$ cat src/mot_pkg.sv
// Shared opcodes, field layout and micro-op helpers for the translation stage, imported by each block
package mot_pkg;

	// =========================================================================
	// Field widths and instruction layout
	// =========================================================================

	// Raw instruction width as delivered by fetch
	localparam int INSTR_W = 32;
	// Opcode width, shared by instructions and micro-ops
	localparam int OP_W = 4;
	// Architectural register number width (64 registers)
	localparam int REG_W = 6;
	// A micro-op is opcode, dst, src1 and src2 from the top down
	localparam int UOP_W = OP_W + 3 * REG_W;

	// Low bit of each register field inside a raw instruction
	localparam int RD_LSB  = 4;
	localparam int RS1_LSB = 10;
	localparam int RS2_LSB = 16;

	// Register 63 serves as the stack pointer for PUSH and POP
	localparam logic [REG_W-1:0] SP_REG = 6'd63;

	// Two hardware threads share the stage
	localparam int THREAD_W    = 1;
	localparam int NUM_THREADS = 2 ** THREAD_W;

	// Longest expansion of any instruction (MOVM with four moves)
	localparam int MAX_SEQ = 4;

	// =========================================================================
	// Opcode and mode encodings
	// =========================================================================

	// Instruction opcodes; any code not listed decodes as illegal
	typedef enum logic [OP_W-1:0] {
		OP_NOP   = 4'd0,
		OP_ADD   = 4'd1,
		OP_SUB   = 4'd2,
		OP_LOAD  = 4'd3,
		OP_STORE = 4'd4,
		OP_PUSH  = 4'd5,
		OP_POP   = 4'd6,
		OP_MOVM  = 4'd7,
		OP_SYS   = 4'd8
	} instr_op_e;

	// Micro-op opcodes issued to the back end
	typedef enum logic [OP_W-1:0] {
		U_NOP  = 4'd0,
		U_ADD  = 4'd1,
		U_SUB  = 4'd2,
		U_LD   = 4'd3,
		U_ST   = 4'd4,
		U_INC  = 4'd5,
		U_DEC  = 4'd6,
		U_MOV  = 4'd7,
		U_SYS  = 4'd8,
		U_TRAP = 4'd9
	} uop_op_e;

	// Per-thread operating mode; user mode traps on SYS
	typedef enum logic {
		OM_USER  = 1'b0,
		OM_SUPER = 1'b1
	} om_e;

	// =========================================================================
	// Helpers
	// =========================================================================

	// Width of a counter that must reach max_uops inclusive
	function automatic int cnt_w(int max_uops);
		return $clog2(max_uops + 1);
	endfunction

	// Assemble one micro-op word from its opcode and register fields
	function automatic logic [UOP_W-1:0] pack_uop(uop_op_e op, logic [REG_W-1:0] dst,
			logic [REG_W-1:0] src1, logic [REG_W-1:0] src2);
		return {op, dst, src1, src2};
	endfunction

endpackage

$ cat src/mot_cfg_regs.sv
// Per-thread operating-mode registers, written by the host over a four-phase req/ack port
`timescale 1ns/100ps

module mot_cfg_regs (
	input  logic                                    clk,
	input  logic                                    arst_n,
	input  logic                                    cfg_req,
	input  logic [mot_pkg::THREAD_W-1:0]            cfg_thread,
	input  mot_pkg::om_e                            cfg_om,
	output logic                                    cfg_ack,
	output mot_pkg::om_e [mot_pkg::NUM_THREADS-1:0] thread_om
);

	import mot_pkg::*;

	// =========================================================================
	// Four-phase handshake
	// =========================================================================

	// A write happens only while req is high and ack has not yet answered it
	// The ack flop then stays high for as long as req is held, which blocks
	// a second write from the same request
	logic wr_en;

	assign wr_en = cfg_req & ~cfg_ack;

	// Ack simply follows req one edge later
	// Rising req gives rising ack on the next edge (phase 2)
	// Falling req gives falling ack on the edge after it is seen low (phase 4)
	always_ff @(posedge clk or negedge arst_n) begin
		if (!arst_n) begin
			cfg_ack <= 1'b0;
		end else begin
			cfg_ack <= cfg_req;
		end
	end

	// =========================================================================
	// Mode registers
	// =========================================================================

	// Both threads come out of reset in user mode
	// The new mode appears on the same edge that raises ack, so a group
	// captured on that edge still sees the old value at its decoder input
	always_ff @(posedge clk or negedge arst_n) begin
		if (!arst_n) begin
			for (int t = 0; t < NUM_THREADS; t++) begin
				thread_om[t] <= OM_USER;
			end
		end else if (wr_en) begin
			// Only the addressed thread changes
			thread_om[cfg_thread] <= cfg_om;
		end
	end

endmodule

$ cat src/microop_mem.sv
// One lane of micro-op translation; decodes a raw instruction and registers its micro-op list
`timescale 1ns/100ps

module microop_mem #(
	parameter  int MAX_UOPS = 4,
	localparam int CNT_W    = mot_pkg::cnt_w(MAX_UOPS)
) (
	input  logic                                     clk,
	input  logic                                     arst_n,
	input  logic                                     en,
	input  mot_pkg::om_e                             om,
	input  logic [mot_pkg::INSTR_W-1:0]              ir,
	output logic [CNT_W-1:0]                         count,
	output logic [MAX_UOPS-1:0][mot_pkg::UOP_W-1:0] uop
);

	import mot_pkg::*;

	// The expansion buffer must hold the longest sequence and also cover
	// every output slot, so it takes the larger of the two sizes
	localparam int SEQ_N     = (MAX_UOPS > MAX_SEQ) ? MAX_UOPS : MAX_SEQ;
	localparam int SEQ_CNT_W = cnt_w(MAX_SEQ);

	// =========================================================================
	// Field extraction
	// =========================================================================

	instr_op_e                   op;
	logic [REG_W-1:0]            rd;
	logic [REG_W-1:0]            rs1;
	logic [REG_W-1:0]            rs2;
	logic [SEQ_N-1:0][UOP_W-1:0] seq;
	logic [SEQ_CNT_W-1:0]        seq_n;
	logic [CNT_W-1:0]            nxt_count;

	// Codes above OP_SYS land in the default arm below and trap
	assign op  = instr_op_e'(ir[OP_W-1:0]);
	assign rd  = ir[RD_LSB +: REG_W];
	assign rs1 = ir[RS1_LSB +: REG_W];
	assign rs2 = ir[RS2_LSB +: REG_W];

	// =========================================================================
	// Expansion
	// =========================================================================

	// Unused slots stay all zero, which reads back as U_NOP with zero fields
	always_comb begin
		seq   = '0;
		seq_n = '0;
		case (op)
			OP_NOP: begin
				// Nothing is issued for a NOP
				seq_n = '0;
			end
			OP_ADD: begin
				seq[0] = pack_uop(U_ADD, rd, rs1, rs2);
				seq_n  = SEQ_CNT_W'(1);
			end
			OP_SUB: begin
				seq[0] = pack_uop(U_SUB, rd, rs1, rs2);
				seq_n  = SEQ_CNT_W'(1);
			end
			OP_LOAD: begin
				// Address comes from rs1, result goes to rd
				seq[0] = pack_uop(U_LD, rd, rs1, '0);
				seq_n  = SEQ_CNT_W'(1);
			end
			OP_STORE: begin
				// Store has no destination; rs1 is the address, rs2 the data
				seq[0] = pack_uop(U_ST, '0, rs1, rs2);
				seq_n  = SEQ_CNT_W'(1);
			end
			OP_PUSH: begin
				// Pre-decrement the stack pointer, then store rs1 at it
				seq[0] = pack_uop(U_DEC, SP_REG, SP_REG, '0);
				seq[1] = pack_uop(U_ST, '0, SP_REG, rs1);
				seq_n  = SEQ_CNT_W'(2);
			end
			OP_POP: begin
				// Load from the stack pointer, then post-increment it
				seq[0] = pack_uop(U_LD, rd, SP_REG, '0);
				seq[1] = pack_uop(U_INC, SP_REG, SP_REG, '0);
				seq_n  = SEQ_CNT_W'(2);
			end
			OP_MOVM: begin
				// Low two bits of rs2 give the move count minus one
				seq_n = SEQ_CNT_W'(rs2[1:0]) + SEQ_CNT_W'(1);
				for (int i = 0; i < MAX_SEQ; i++) begin
					// Register numbers wrap at 63 through the 6-bit add
					if (i < seq_n) begin
						seq[i] = pack_uop(U_MOV, rd + REG_W'(i), rs1 + REG_W'(i), '0);
					end
				end
			end
			OP_SYS: begin
				// System call is only allowed from supervisor mode
				if (om == OM_SUPER) begin
					seq[0] = pack_uop(U_SYS, '0, '0, '0);
				end else begin
					seq[0] = pack_uop(U_TRAP, '0, '0, '0);
				end
				seq_n = SEQ_CNT_W'(1);
			end
			default: begin
				// Illegal opcode
				seq[0] = pack_uop(U_TRAP, '0, '0, '0);
				seq_n  = SEQ_CNT_W'(1);
			end
		endcase
	end

	// Clip the count when a stage is built with fewer slots than the
	// longest sequence; the trailing micro-ops are then dropped
	assign nxt_count = (seq_n > MAX_UOPS) ? CNT_W'(MAX_UOPS) : CNT_W'(seq_n);

	// =========================================================================
	// Output registers
	// =========================================================================

	always_ff @(posedge clk or negedge arst_n) begin
		if (!arst_n) begin
			count <= '0;
		end else if (en) begin
			count <= nxt_count;
		end
	end

	// Micro-op payload only loads while the stage is enabled
	always_ff @(posedge clk) begin
		if (en) begin
			uop <= seq[MAX_UOPS-1:0];
		end
	end

endmodule

$ cat src/pipeline_mot.sv
// Micro-op translation stage; registers the fetch group header and expands each lane
`timescale 1ns/100ps

module pipeline_mot #(
	parameter  int MWIDTH   = 2,
	parameter  int MAX_UOPS = 4,
	parameter  int TAG_W    = 8,
	localparam int CNT_W    = mot_pkg::cnt_w(MAX_UOPS)
) (
	input  logic                                                 clk,
	input  logic                                                 arst_n,
	input  logic                                                 en,
	input  logic                                                 stomp,
	input  logic [MWIDTH-1:0]                                    in_valid,
	input  logic [mot_pkg::THREAD_W-1:0]                         in_thread,
	input  logic [TAG_W-1:0]                                     in_tag,
	input  logic [MWIDTH-1:0][mot_pkg::INSTR_W-1:0]              in_instr,
	input  mot_pkg::om_e [mot_pkg::NUM_THREADS-1:0]              thread_om,
	output logic [MWIDTH-1:0]                                    out_valid,
	output logic [mot_pkg::THREAD_W-1:0]                         out_thread,
	output logic [TAG_W-1:0]                                     out_tag,
	output logic [MWIDTH-1:0][CNT_W-1:0]                         uop_count,
	output logic [MWIDTH-1:0][MAX_UOPS-1:0][mot_pkg::UOP_W-1:0] uop
);

	import mot_pkg::*;

	// Every lane in a group belongs to the same thread, so one mode lookup
	// feeds all decoders
	om_e grp_om;

	assign grp_om = thread_om[in_thread];

	// =========================================================================
	// Group header
	// =========================================================================

	// Lane valid bits are the only control state here
	// A stomp kills the whole group being captured
	always_ff @(posedge clk or negedge arst_n) begin
		if (!arst_n) begin
			out_valid <= '0;
		end else if (en) begin
			out_valid <= stomp ? '0 : in_valid;
		end
	end

	// Thread and tag pass through even for a stomped group so later
	// stages can still match it up
	always_ff @(posedge clk) begin
		if (en) begin
			out_thread <= in_thread;
			out_tag    <= in_tag;
		end
	end

	// =========================================================================
	// Per-lane translation
	// =========================================================================

	// Decoders run on every lane regardless of valid; downstream ignores
	// the count and micro-ops of invalid lanes
	for (genvar g = 0; g < MWIDTH; g++) begin : g_lane
		microop_mem #(
			.MAX_UOPS(MAX_UOPS)
		) u_uop (
			.clk   (clk),
			.arst_n(arst_n),
			.en    (en),
			.om    (grp_om),
			.ir    (in_instr[g]),
			.count (uop_count[g]),
			.uop   (uop[g])
		);
	end

endmodule

$ cat src/mot_top.sv
// Top level of the translation subsystem; joins the mode register block and the stage
`timescale 1ns/100ps

module mot_top #(
	parameter  int MWIDTH   = 2,
	parameter  int MAX_UOPS = 4,
	parameter  int TAG_W    = 8,
	localparam int CNT_W    = mot_pkg::cnt_w(MAX_UOPS)
) (
	input  logic                                                 clk,
	input  logic                                                 arst_n,
	// Host configuration port
	input  logic                                                 cfg_req,
	input  logic [mot_pkg::THREAD_W-1:0]                         cfg_thread,
	input  mot_pkg::om_e                                         cfg_om,
	output logic                                                 cfg_ack,
	// Fetch group in
	input  logic                                                 en,
	input  logic                                                 stomp,
	input  logic [MWIDTH-1:0]                                    in_valid,
	input  logic [mot_pkg::THREAD_W-1:0]                         in_thread,
	input  logic [TAG_W-1:0]                                     in_tag,
	input  logic [MWIDTH-1:0][mot_pkg::INSTR_W-1:0]              in_instr,
	// Translated group out
	output logic [MWIDTH-1:0]                                    out_valid,
	output logic [mot_pkg::THREAD_W-1:0]                         out_thread,
	output logic [TAG_W-1:0]                                     out_tag,
	output logic [MWIDTH-1:0][CNT_W-1:0]                         uop_count,
	output logic [MWIDTH-1:0][MAX_UOPS-1:0][mot_pkg::UOP_W-1:0] uop
);

	import mot_pkg::*;

	// Current mode of each thread, from the register block to the stage
	om_e [NUM_THREADS-1:0] thread_om;

	mot_cfg_regs u_cfg (
		.clk       (clk),
		.arst_n    (arst_n),
		.cfg_req   (cfg_req),
		.cfg_thread(cfg_thread),
		.cfg_om    (cfg_om),
		.cfg_ack   (cfg_ack),
		.thread_om (thread_om)
	);

	pipeline_mot #(
		.MWIDTH  (MWIDTH),
		.MAX_UOPS(MAX_UOPS),
		.TAG_W   (TAG_W)
	) u_mot (
		.clk       (clk),
		.arst_n    (arst_n),
		.en        (en),
		.stomp     (stomp),
		.in_valid  (in_valid),
		.in_thread (in_thread),
		.in_tag    (in_tag),
		.in_instr  (in_instr),
		.thread_om (thread_om),
		.out_valid (out_valid),
		.out_thread(out_thread),
		.out_tag   (out_tag),
		.uop_count (uop_count),
		.uop       (uop)
	);

endmodule

$ cat config.mk
export PLATFORM = sky130hd
export DESIGN_NAME = mot_top
export DESIGN_NICKNAME = d
export VERILOG_FILES = /design/src/mot_pkg.sv /design/src/mot_cfg_regs.sv /design/src/microop_mem.sv /design/src/pipeline_mot.sv /design/src/mot_top.sv
export SDC_FILE = /design/constraint.sdc
export NUM_CORES = 1
export LEC_CHECK = 0
export ABC_CLOCK_PERIOD_IN_PS = 1900
export BUFFER_PORTS_ARGS = -buffer_cell sky130_fd_sc_hd__buf_2
export CAP_MARGIN = 20
export CORE_MARGIN = 2
export CORE_UTILIZATION = 50
export CTS_CLUSTER_SIZE = 28
export DETAILED_ROUTE_END_ITERATION = 8
export GPL_ROUTABILITY_DRIVEN = 0
export PLACE_DENSITY = 0.84
export SLEW_MARGIN = 20
export SYNTH_ARGS = -nofsm -noshare
export SYNTH_HDL_FRONTEND = slang
export SYNTH_SLANG_ARGS = --single-unit
$ cat constraint.sdc
create_clock -name clk -period 1.9 [get_ports clk]
set_input_delay 0.38 -clock clk [delete_from_list [all_inputs] [get_ports clk]]
set_output_delay 0.38 -clock clk [all_outputs]
set_load 0.1 [all_outputs]
; Word level (Yosys, flattened, before mapping)
; Index checks and enable logic that the tools add are counted.
[word_totals]
register_bits = 196
in_bits = 82
word_cells = 97
[classes]
n_addsub = 14
n_lt_le_gt_ge = 13
eq_ne = 16
muxes = 23
n_bitwise = 2
n_reduce_logical = 9
[ops]
columns = operator, n
row1 = case mux 22 bit (9 select lines), 2
row2 = 2-to-1 mux 21 bit, 8
row3 = case mux 21 bit (3 select lines), 2
row4 = "adder 6 x 2 -> 6 bit, second input constant", 8
row5 = "equality test 4 x 3 -> 1 bit, second input constant", 8
row6 = "adder 6 x 1 -> 6 bit, second input constant", 4
row7 = 2-to-1 mux 19 bit, 1
row8 = case mux 3 bit (3 select lines), 2
row9 = "equality test 4 x 2 -> 1 bit, second input constant", 4
row10 = "less-than comparator 1 x 3 -> 1 bit, first input constant", 4
row11 = "less-than comparator 2 x 3 -> 1 bit, first input constant", 4
row12 = "equality test 4 x 1 -> 1 bit, second input constant", 2
row13 = "equality test 4 bit, second input constant", 2
row14 = zero test 4 bit, 2
row15 = AND reduction 2 bit, 4
row16 = "adder 2 x 1 -> 3 bit, second input constant", 2
row17 = "> comparator 3 bit, second input constant", 2
row18 = 2-to-1 mux 3 bit, 2
row19 = "less-than comparator 1 x 2 -> 1 bit, second input constant", 2
row20 = OR reduction 2 bit, 2
row21 = 2-to-1 mux 1 bit, 3
row22 = bitwise mux 2 bit, 1
row23 = 2-to-1 mux 2 bit, 1
row24 = AND 1 bit, 1
row25 = other kinds (4), 4

; Longest topological paths before layout
; Gate-level depths: netlist of run 1.
[logic_depth]
ltp_word = 5
ltp_mapped = 8

; Cells and area by module
; A second synthesis of run 1 with hierarchy kept.
[hier_totals]
hier_cells = 575
area_unflattened_um2 = 7389.6
[modules_own_cells]
columns = module, instances, cells_per_inst, area_each_um2, seq_area_each_um2
row1 = microop_mem, 2, 275, 3454.6, 2147.1
row2 = pipeline_mot, 1, 18, 367.9, 320.3
row3 = mot_cfg_regs, 1, 7, 112.6, 75.1

; Worst setup path before layout of run 1
; Ideal clock, no wire load.
[synth_timing]
path_type = register -> output
from = register u_mot.g_lane[1].u_uop.uop[63] (netlist bit)
to = output port uop[151] (netlist bit)
t_arrival_ns = 1.364
slack_ns = 0.156
stages_incl_launch_ff = 2
n_path_buf = 1
cell_sequence = edfxtp_1 buf_4
[synth_rtl]
columns = element, line_no
row1 = "start, declared", microop_mem.sv:14  ; output logic [MAX_UOPS-1:0][mot_pkg::UOP_W-1:0] uop
row2 = "start signal, assigned", microop_mem.sv:131  ; uop <= seq[MAX_UOPS-1:0];
row3 = "end, declared", mot_top.sv:29  ; output logic [MWIDTH-1:0][MAX_UOPS-1:0][mot_pkg::UOP_W-1:0] uop
; No word-level cell between the ends.

; Worst setup path after layout of run 1
[layout_timing]
from = register u_mot.g_lane[1].u_uop.uop[85] (netlist bit)
to = output port uop[173] (netlist bit)
; No word-level cell between the ends.

==> reports/results.ini, run 1 <==
[drt]
firstDrtPassIters = 5
first_iter_violations = 405
wl_per_cell_um = 16.4
ant_nets = 0
vias_per_cell = 5.21
drc_errors = 0
wl_mm = 16.8
vias = 5344

[critical_path]
crit_slowest_cell = buf_2
slowest_delay_ps = 450
path_max_fanout = 3
crit_arrival_ps = 1250
path_cells = buf_2
required_ps = 1520
critPathKind = register to primary output
cp-end-kind = primary output
crit_family = buffers and inverters
path_buf_inv = 1
timing.critical_path.from_type = register

[clock_tree]
cts_max_path_buffers = 2
clk_latency_ps = 420
h-tree-depth = 4
cts_resized = 0
cts_sinks = 158
postCtsSetupRepairBufs = 0
cts_tree = done
clockRootBuffer = clkbuf_16
clk_pin_slew_ps = 60
cts_inserted_buffers = 17

[global_route]
grt_max_degree = 36
antenna_found_initial = 0
overflow = 0
grt_usage_pct = 21.4
grt_pass1_wl_mm = 26.1
grt_pass1_vias = 4959

[finish]
multi_input_comb_area_um2 = 2210
final_net_count = 932
regArea_um2 = 4690
layout-drive-gt1-share_pct = 35.0
final_cells = 1025
nFillCells = 1099
syn_to_final_growth_pct = 26.1

[synthesis]
synthArstFlopShare_pct = 6.96
syn-cell-area_um2 = 7340
ys_ff_latch = 158
syn_area_per_cell_um2 = 12.4
ys_warn_count = 0
synth_area_leaders = edfxtp_1, buf_4, xor2_1
ys_types = 46
synth_ff_type = edfxtp_1
yosysTopAreaCell = edfxtp_1
ys_seq_area_share_pct = 63.9
netlist_instances = 593
synth_top_cell_area_share_pct = 60.1
synth_edf_count = 147

[timing]
setup_viol = 0
finalHoldViolCount = 0
setup_ws_ps = 270
fin_crit_ps = 1630
drv_slew = 0
fmax_mhz = 613
fin_worst_skew_ps = 2.28
max_slew.worst_pin.slew_ps = 702
slew_headroom_pct = 52.8
fin_crit_sh_pct = 85.8
rsz0062_at_grt = false

[floorplanning]
die_h_um = 125
die_w_um = 125
num_rows = 44
coreArea_um2 = 14400
top_level_ports = 276
initial_core_util_pct = 50.9
die_area_um2 = 15700

[hold_path]
worstHoldPathType = input pin to register

[job]
maxCapViolCount = 0

[place]
hpwl_mm = 12.0
dp_cells = 992
portBuffers = 225
dpl_worst_slack_ps = -82.6

[power]
p_leak_nw = 4.01
power_density_nw_per_um2 = 1150
ir_worst_vdd_uv = 561

[run_status]
status = finished clean

==> synthesized netlist by cell type, types with 2 or more instances <==
library cell and n:
buf_4 38, inv_1 27, nand3b_1 3, buf_1 2
o21a_1 11, and3_1 3, xnor2_1 7, nand2b_1 3
o21ai_0 24, o22ai_1 10, edfxtp_1 147, nor3_1 9
dfrtp_1 11, clkbuf_1 20, o21ai_1 2, nor2_1 61
and2_1 23, buf_6 4, or3_1 10, a211oi_1 3
buf_2 6, xor2_1 32, a21oi_1 32, a21boi_0 3
nand4_1 6, nand3_1 16, nand2b_4 2, nor2b_1 3
nor4_1 3, nand2_1 27, mux2_2 4, a21o_1 6
ha_1 22
==> worst paths after layout <==
check	startpoint	endpoint	slack, ps	cells after the start
setup / recovery	u_mot.g_lane[1].u_uop.uop[85]	uop[173]	270	1
hold / removal	cfg_req	u_cfg.cfg_ack	90	1
setup reg to reg	u_cfg.thread_om[1]	u_mot.g_lane[0].u_uop.uop[18]	740	3
hold reg to reg	u_cfg.thread_om[0]	u_cfg.thread_om[0]	510	1
max in group asynchronous	arst_n	u_mot.g_lane[0].u_uop.count[0]	1340	2
min in group asynchronous	arst_n	u_mot.out_valid[1]	350	2
==> through the flow <==
step / TNS, ps / util (%) / hold slack [ps] / instance area, µm² / power [W]
2_1_floorplan: 0 / - / 84.4 / 7450 / 0.00670
3_5_place_dp: -112 / 59.9 / 270 / 8640 / 0.00717
6_report: 0 / 64.2 / 86.7 / 9260 / 0.0106
5_1_grt: 0 / 64.2 / 80.2 / 9260 / 0.0110
3_3_place_gp: 0 / 59.9 / 268 / 8640 / 0.00714
4_1_cts: 0 / 64.2 / 65.7 / 9260 / 0.0107
==> final cells by class <==
cell class                      count  area share [%]
Sequential cell                   158            50.6
Multi-Input combinational cell    365            23.8
Timing Repair Buffer              257            15.3
Clock buffer                       21            4.76
Tap cell                          184            2.49
Clock inverter                     10            1.76
Inverter                           29            1.23
Antenna cell                        1          0.0270
==> state kept, by name (all words and copies together) (netlist names) <==
register,count
u_mot.out_tag,8
u_cfg.thread_om,2
u_mot.out_thread,1
u_mot.g_lane.u_uop.uop,138
u_mot.g_lane.u_uop.count,6
u_cfg.cfg_ack,1
u_mot.out_valid,2
==> report_power, final <==
part           switching (W)  internal (W)  leakage, nW
sequential         0.0000731       0.00407         1.54
clock                0.00132       0.00219        0.288
combinational        0.00256      0.000406         2.18
==> repair_timing <==
item                       CTS  global route
setup endpoints to repair    0             0
hold buffers                 1             0
hold endpoints to repair    11             0
==> layout by cell type (no fill, tap or decap), types with 3 or more instances in the layout <==
| master | instances |
|---|---|
| conb_1 | 30 |
| xor2_1 | 32 |
| a21o_1 | 6 |
| nand4_1 | 6 |
| inv_6 | 3 |
| nor3_1 | 9 |
| nor2b_1 | 3 |
| xnor2_1 | 7 |
| inv_1 | 27 |
| a21oi_1 | 32 |
| and3_1 | 3 |
| ha_1 | 22 |
| buf_12 | 3 |
| a21boi_0 | 3 |
| nand3b_1 | 3 |
| nor2_1 | 61 |
| o21a_1 | 11 |
| or3_1 | 10 |
| clkbuf_1 | 4 |
| a211oi_1 | 3 |
| nand2_1 | 27 |
| nand2b_1 | 3 |
| nand3_1 | 16 |
| nor4_1 | 3 |
| buf_4 | 28 |
| buf_2 | 224 |
| o22ai_1 | 10 |
| edfxtp_1 | 147 |
| dfrtp_1 | 11 |
| bufinv_16 | 4 |
| o21ai_0 | 24 |
| clkbuf_16 | 17 |
| and2_1 | 23 |
| mux2_2 | 4 |
==> cells by family after synthesis <==
| logic type | share of synthesized area [%] |
|---|---|
| adders and majority gates | 3.75 |
| DFF | 63.8 |
| muxes | 0.750 |
| buffers and inverters | 7.58 |
| and+or+nand+nor | 11.8 |
| AOI/OAI and AO/OA | 7.58 |
| xor gates and xnor gates | 4.65 |
| other | 0.0511 |
==> metal layers <==
metal | vias to the layer above | share of wire [%] | global-route usage [%]
li1 | 2495 | - | -
met1 | 2532 | 40 | 27.4
met2 | 286 | 50 | 35.1
met3 | 31 | 8.4 | 6.12
met4 | 0 | 2.2 | 7.97
met5 | - | 0 | 0
Power figures use the tool's default switching activity.
==> run 2: changes to the inputs <==
Settings changed: CORE_UTILIZATION 50 to 53, PLACE_DENSITY 0.84 to 0.88.
==> reports/results.ini, run 2 (synthesized netlist as in run 1, its figures left out) <==
[critical_path]
path_cells = buf_2
required_ps = 1520  ; about the same
critPathKind = register to primary output
path_max_fanout = 1  ; -2
crit_arrival_ps = 1240  ; about the same
slowest_delay_ps = 440  ; about the same
cp-end-kind = primary output
crit_slowest_cell = buf_2
path_buf_inv = 1  ; unchanged
crit_family = buffers and inverters
timing.critical_path.from_type = register

[floorplanning]
die_h_um = 122  ; -2.8%
die_area_um2 = 14800  ; -5.5%
coreArea_um2 = 13700  ; -4.9%
initial_core_util_pct = 53.5  ; +2.6 points
die_w_um = 122  ; -2.8%
num_rows = 43  ; -2.3%
top_level_ports = 276  ; unchanged

[finish]
largest_reg_flops = 138  ; unchanged
final_util_pct = 67.1  ; +2.9 points
largestRegisters = u_mot.g_lane.u_uop.uop x138, u_mot.out_tag x8, u_mot.g_lane.u_uop.count x6
syn_to_final_growth_pct = 25.3
top_register = u_mot.g_lane.u_uop.uop
layout_commonest_cell = buf_2
layout-drive-gt1-share_pct = 34.4  ; -0.62 points
final_net_count = 924  ; -0.86%
final_cell_mix = buf_2, edfxtp_1, nor2_1, xor2_1, a21oi_1

[drt]
first_iter_violations = 469  ; +16%
vias_per_cell = 5.28  ; +1.3%
ant_nets = 0  ; unchanged
wl_per_cell_um = 16.8  ; +2.5%
firstDrtPassIters = 5  ; unchanged
wl_mm = 17.0  ; +1.3%
vias = 5350  ; +0.11%
drc_errors = 0  ; unchanged

[global_route]
overflow = 0  ; unchanged
grt_pass1_wl_mm = 25.8  ; -1.4%
antenna_found_initial = 1  ; +1
grt_pass1_vias = 4965  ; +0.12%
grt_max_degree = 42  ; +17%
grt_usage_pct = 23.0  ; +1.6 points

[place]
portBuffers = 225  ; unchanged
hpwl_mm = 12.3  ; +1.9%

[timing]
setup_viol = 0  ; unchanged
fin_worst_skew_ps = 9.69  ; +7.41 ps
slew_headroom_pct = 57.5  ; +4.6 points
whs_ps = 84.9  ; -1.73 ps
max_slew.worst_pin.slew_ps = 633  ; -68.8 ps
fin_crit_ps = 1620  ; -13.3 ps
rsz0062_at_grt = false
tns_ps = 0  ; unchanged
fmax_mhz = 619  ; +0.83%
fin_crit_sh_pct = 85.1  ; -0.70 points
finalHoldViolCount = 0  ; unchanged
drv_slew = 0  ; unchanged

[clock_tree]
cts_sinks = 158  ; unchanged
clockRootBuffer = clkbuf_16
hold_buffers = 1  ; unchanged
cts_max_path_buffers = 2  ; unchanged
h-tree-depth = 4  ; unchanged
clk_latency_ps = 420  ; about the same
cts_tree = done
cts_resized = 0  ; unchanged
postCtsSetupRepairBufs = 0  ; unchanged
cts_inserted_buffers = 17  ; unchanged
clk_pin_slew_ps = 60  ; about the same

[run_status]
status = finished clean

[job]
maxCapViolCount = 0  ; unchanged

[power]
ir_worst_vdd_uv = 497  ; -11%
power_density_nw_per_um2 = 1150  ; +0.11%
p_leak_nw = 3.97  ; -0.94%
power_w = 0.0106  ; -0.47%

[hold_path]
worstHoldPathType = input pin to register

[run 2: cell count changes in the layout (fill, tap and decap cells not counted)]
cell	delta
clkinvlp_4	+1
buf_4	-9
buf_12	+1
clkinv_4	+1
clkbuf_1	-3
clkinv_1	+3
inv_6	-2
[run 2: power breakdown]
part           total, W  internal (W)  switching (W)  leakage (nW)
sequential      0.00415       0.00407      0.0000783          1.54
combinational   0.00296      0.000400        0.00256          2.15
clock           0.00346       0.00217        0.00129         0.284
[run 2: stage by stage]
step                std cells  worst slack, ps  instance area (µm²)
floorplan                 622              156                 7450
global placement          980              100                 8590
detailed placement        980             28.4                 8590
CTS                      1012              268                 9200
global route             1013              174                 9210
finish                   1013              283                 9210
[run 2: per-layer routing]
metal / vias up / part of all wire, % / GRT usage, %
met3: 31 / 7.5 / 5.10
met4: 0 / 2.7 / 8.76
met1: 2572 / 39 / 28.6
met2: 279 / 51 / 39.5
met5: - / 0 / 0
li1: 2468 / - / -
[run 2: layout make-up]
cell class	instances	area, µm²
clock inverter	13	173
multi-input combinational	365	2210
antenna	1	2.50
sequential	158	4690
inverter	29	114
tap	180	225
fill	972	4510
timing repair buffer	249	1370
clock buffer	18	429
[run 2: path summary, 6_finish.rpt]
check	start	endpoint	slack [ps]	cells past startpoint
min in group asynchronous	arst_n	u_mot.out_valid[1]	370	2
worst max-delay path	u_mot.g_lane[1].u_uop.uop[1]	uop[89]	280	1
worst min-delay path	cfg_req	u_cfg.cfg_ack	80	1
worst min register to register	u_cfg.thread_om[1]	u_cfg.thread_om[1]	510	1
worst max register to register	u_cfg.thread_om[1]	u_mot.g_lane[0].u_uop.uop[18]	700	3
max in group asynchronous	arst_n	u_mot.g_lane[1].u_uop.count[2]	1290	2
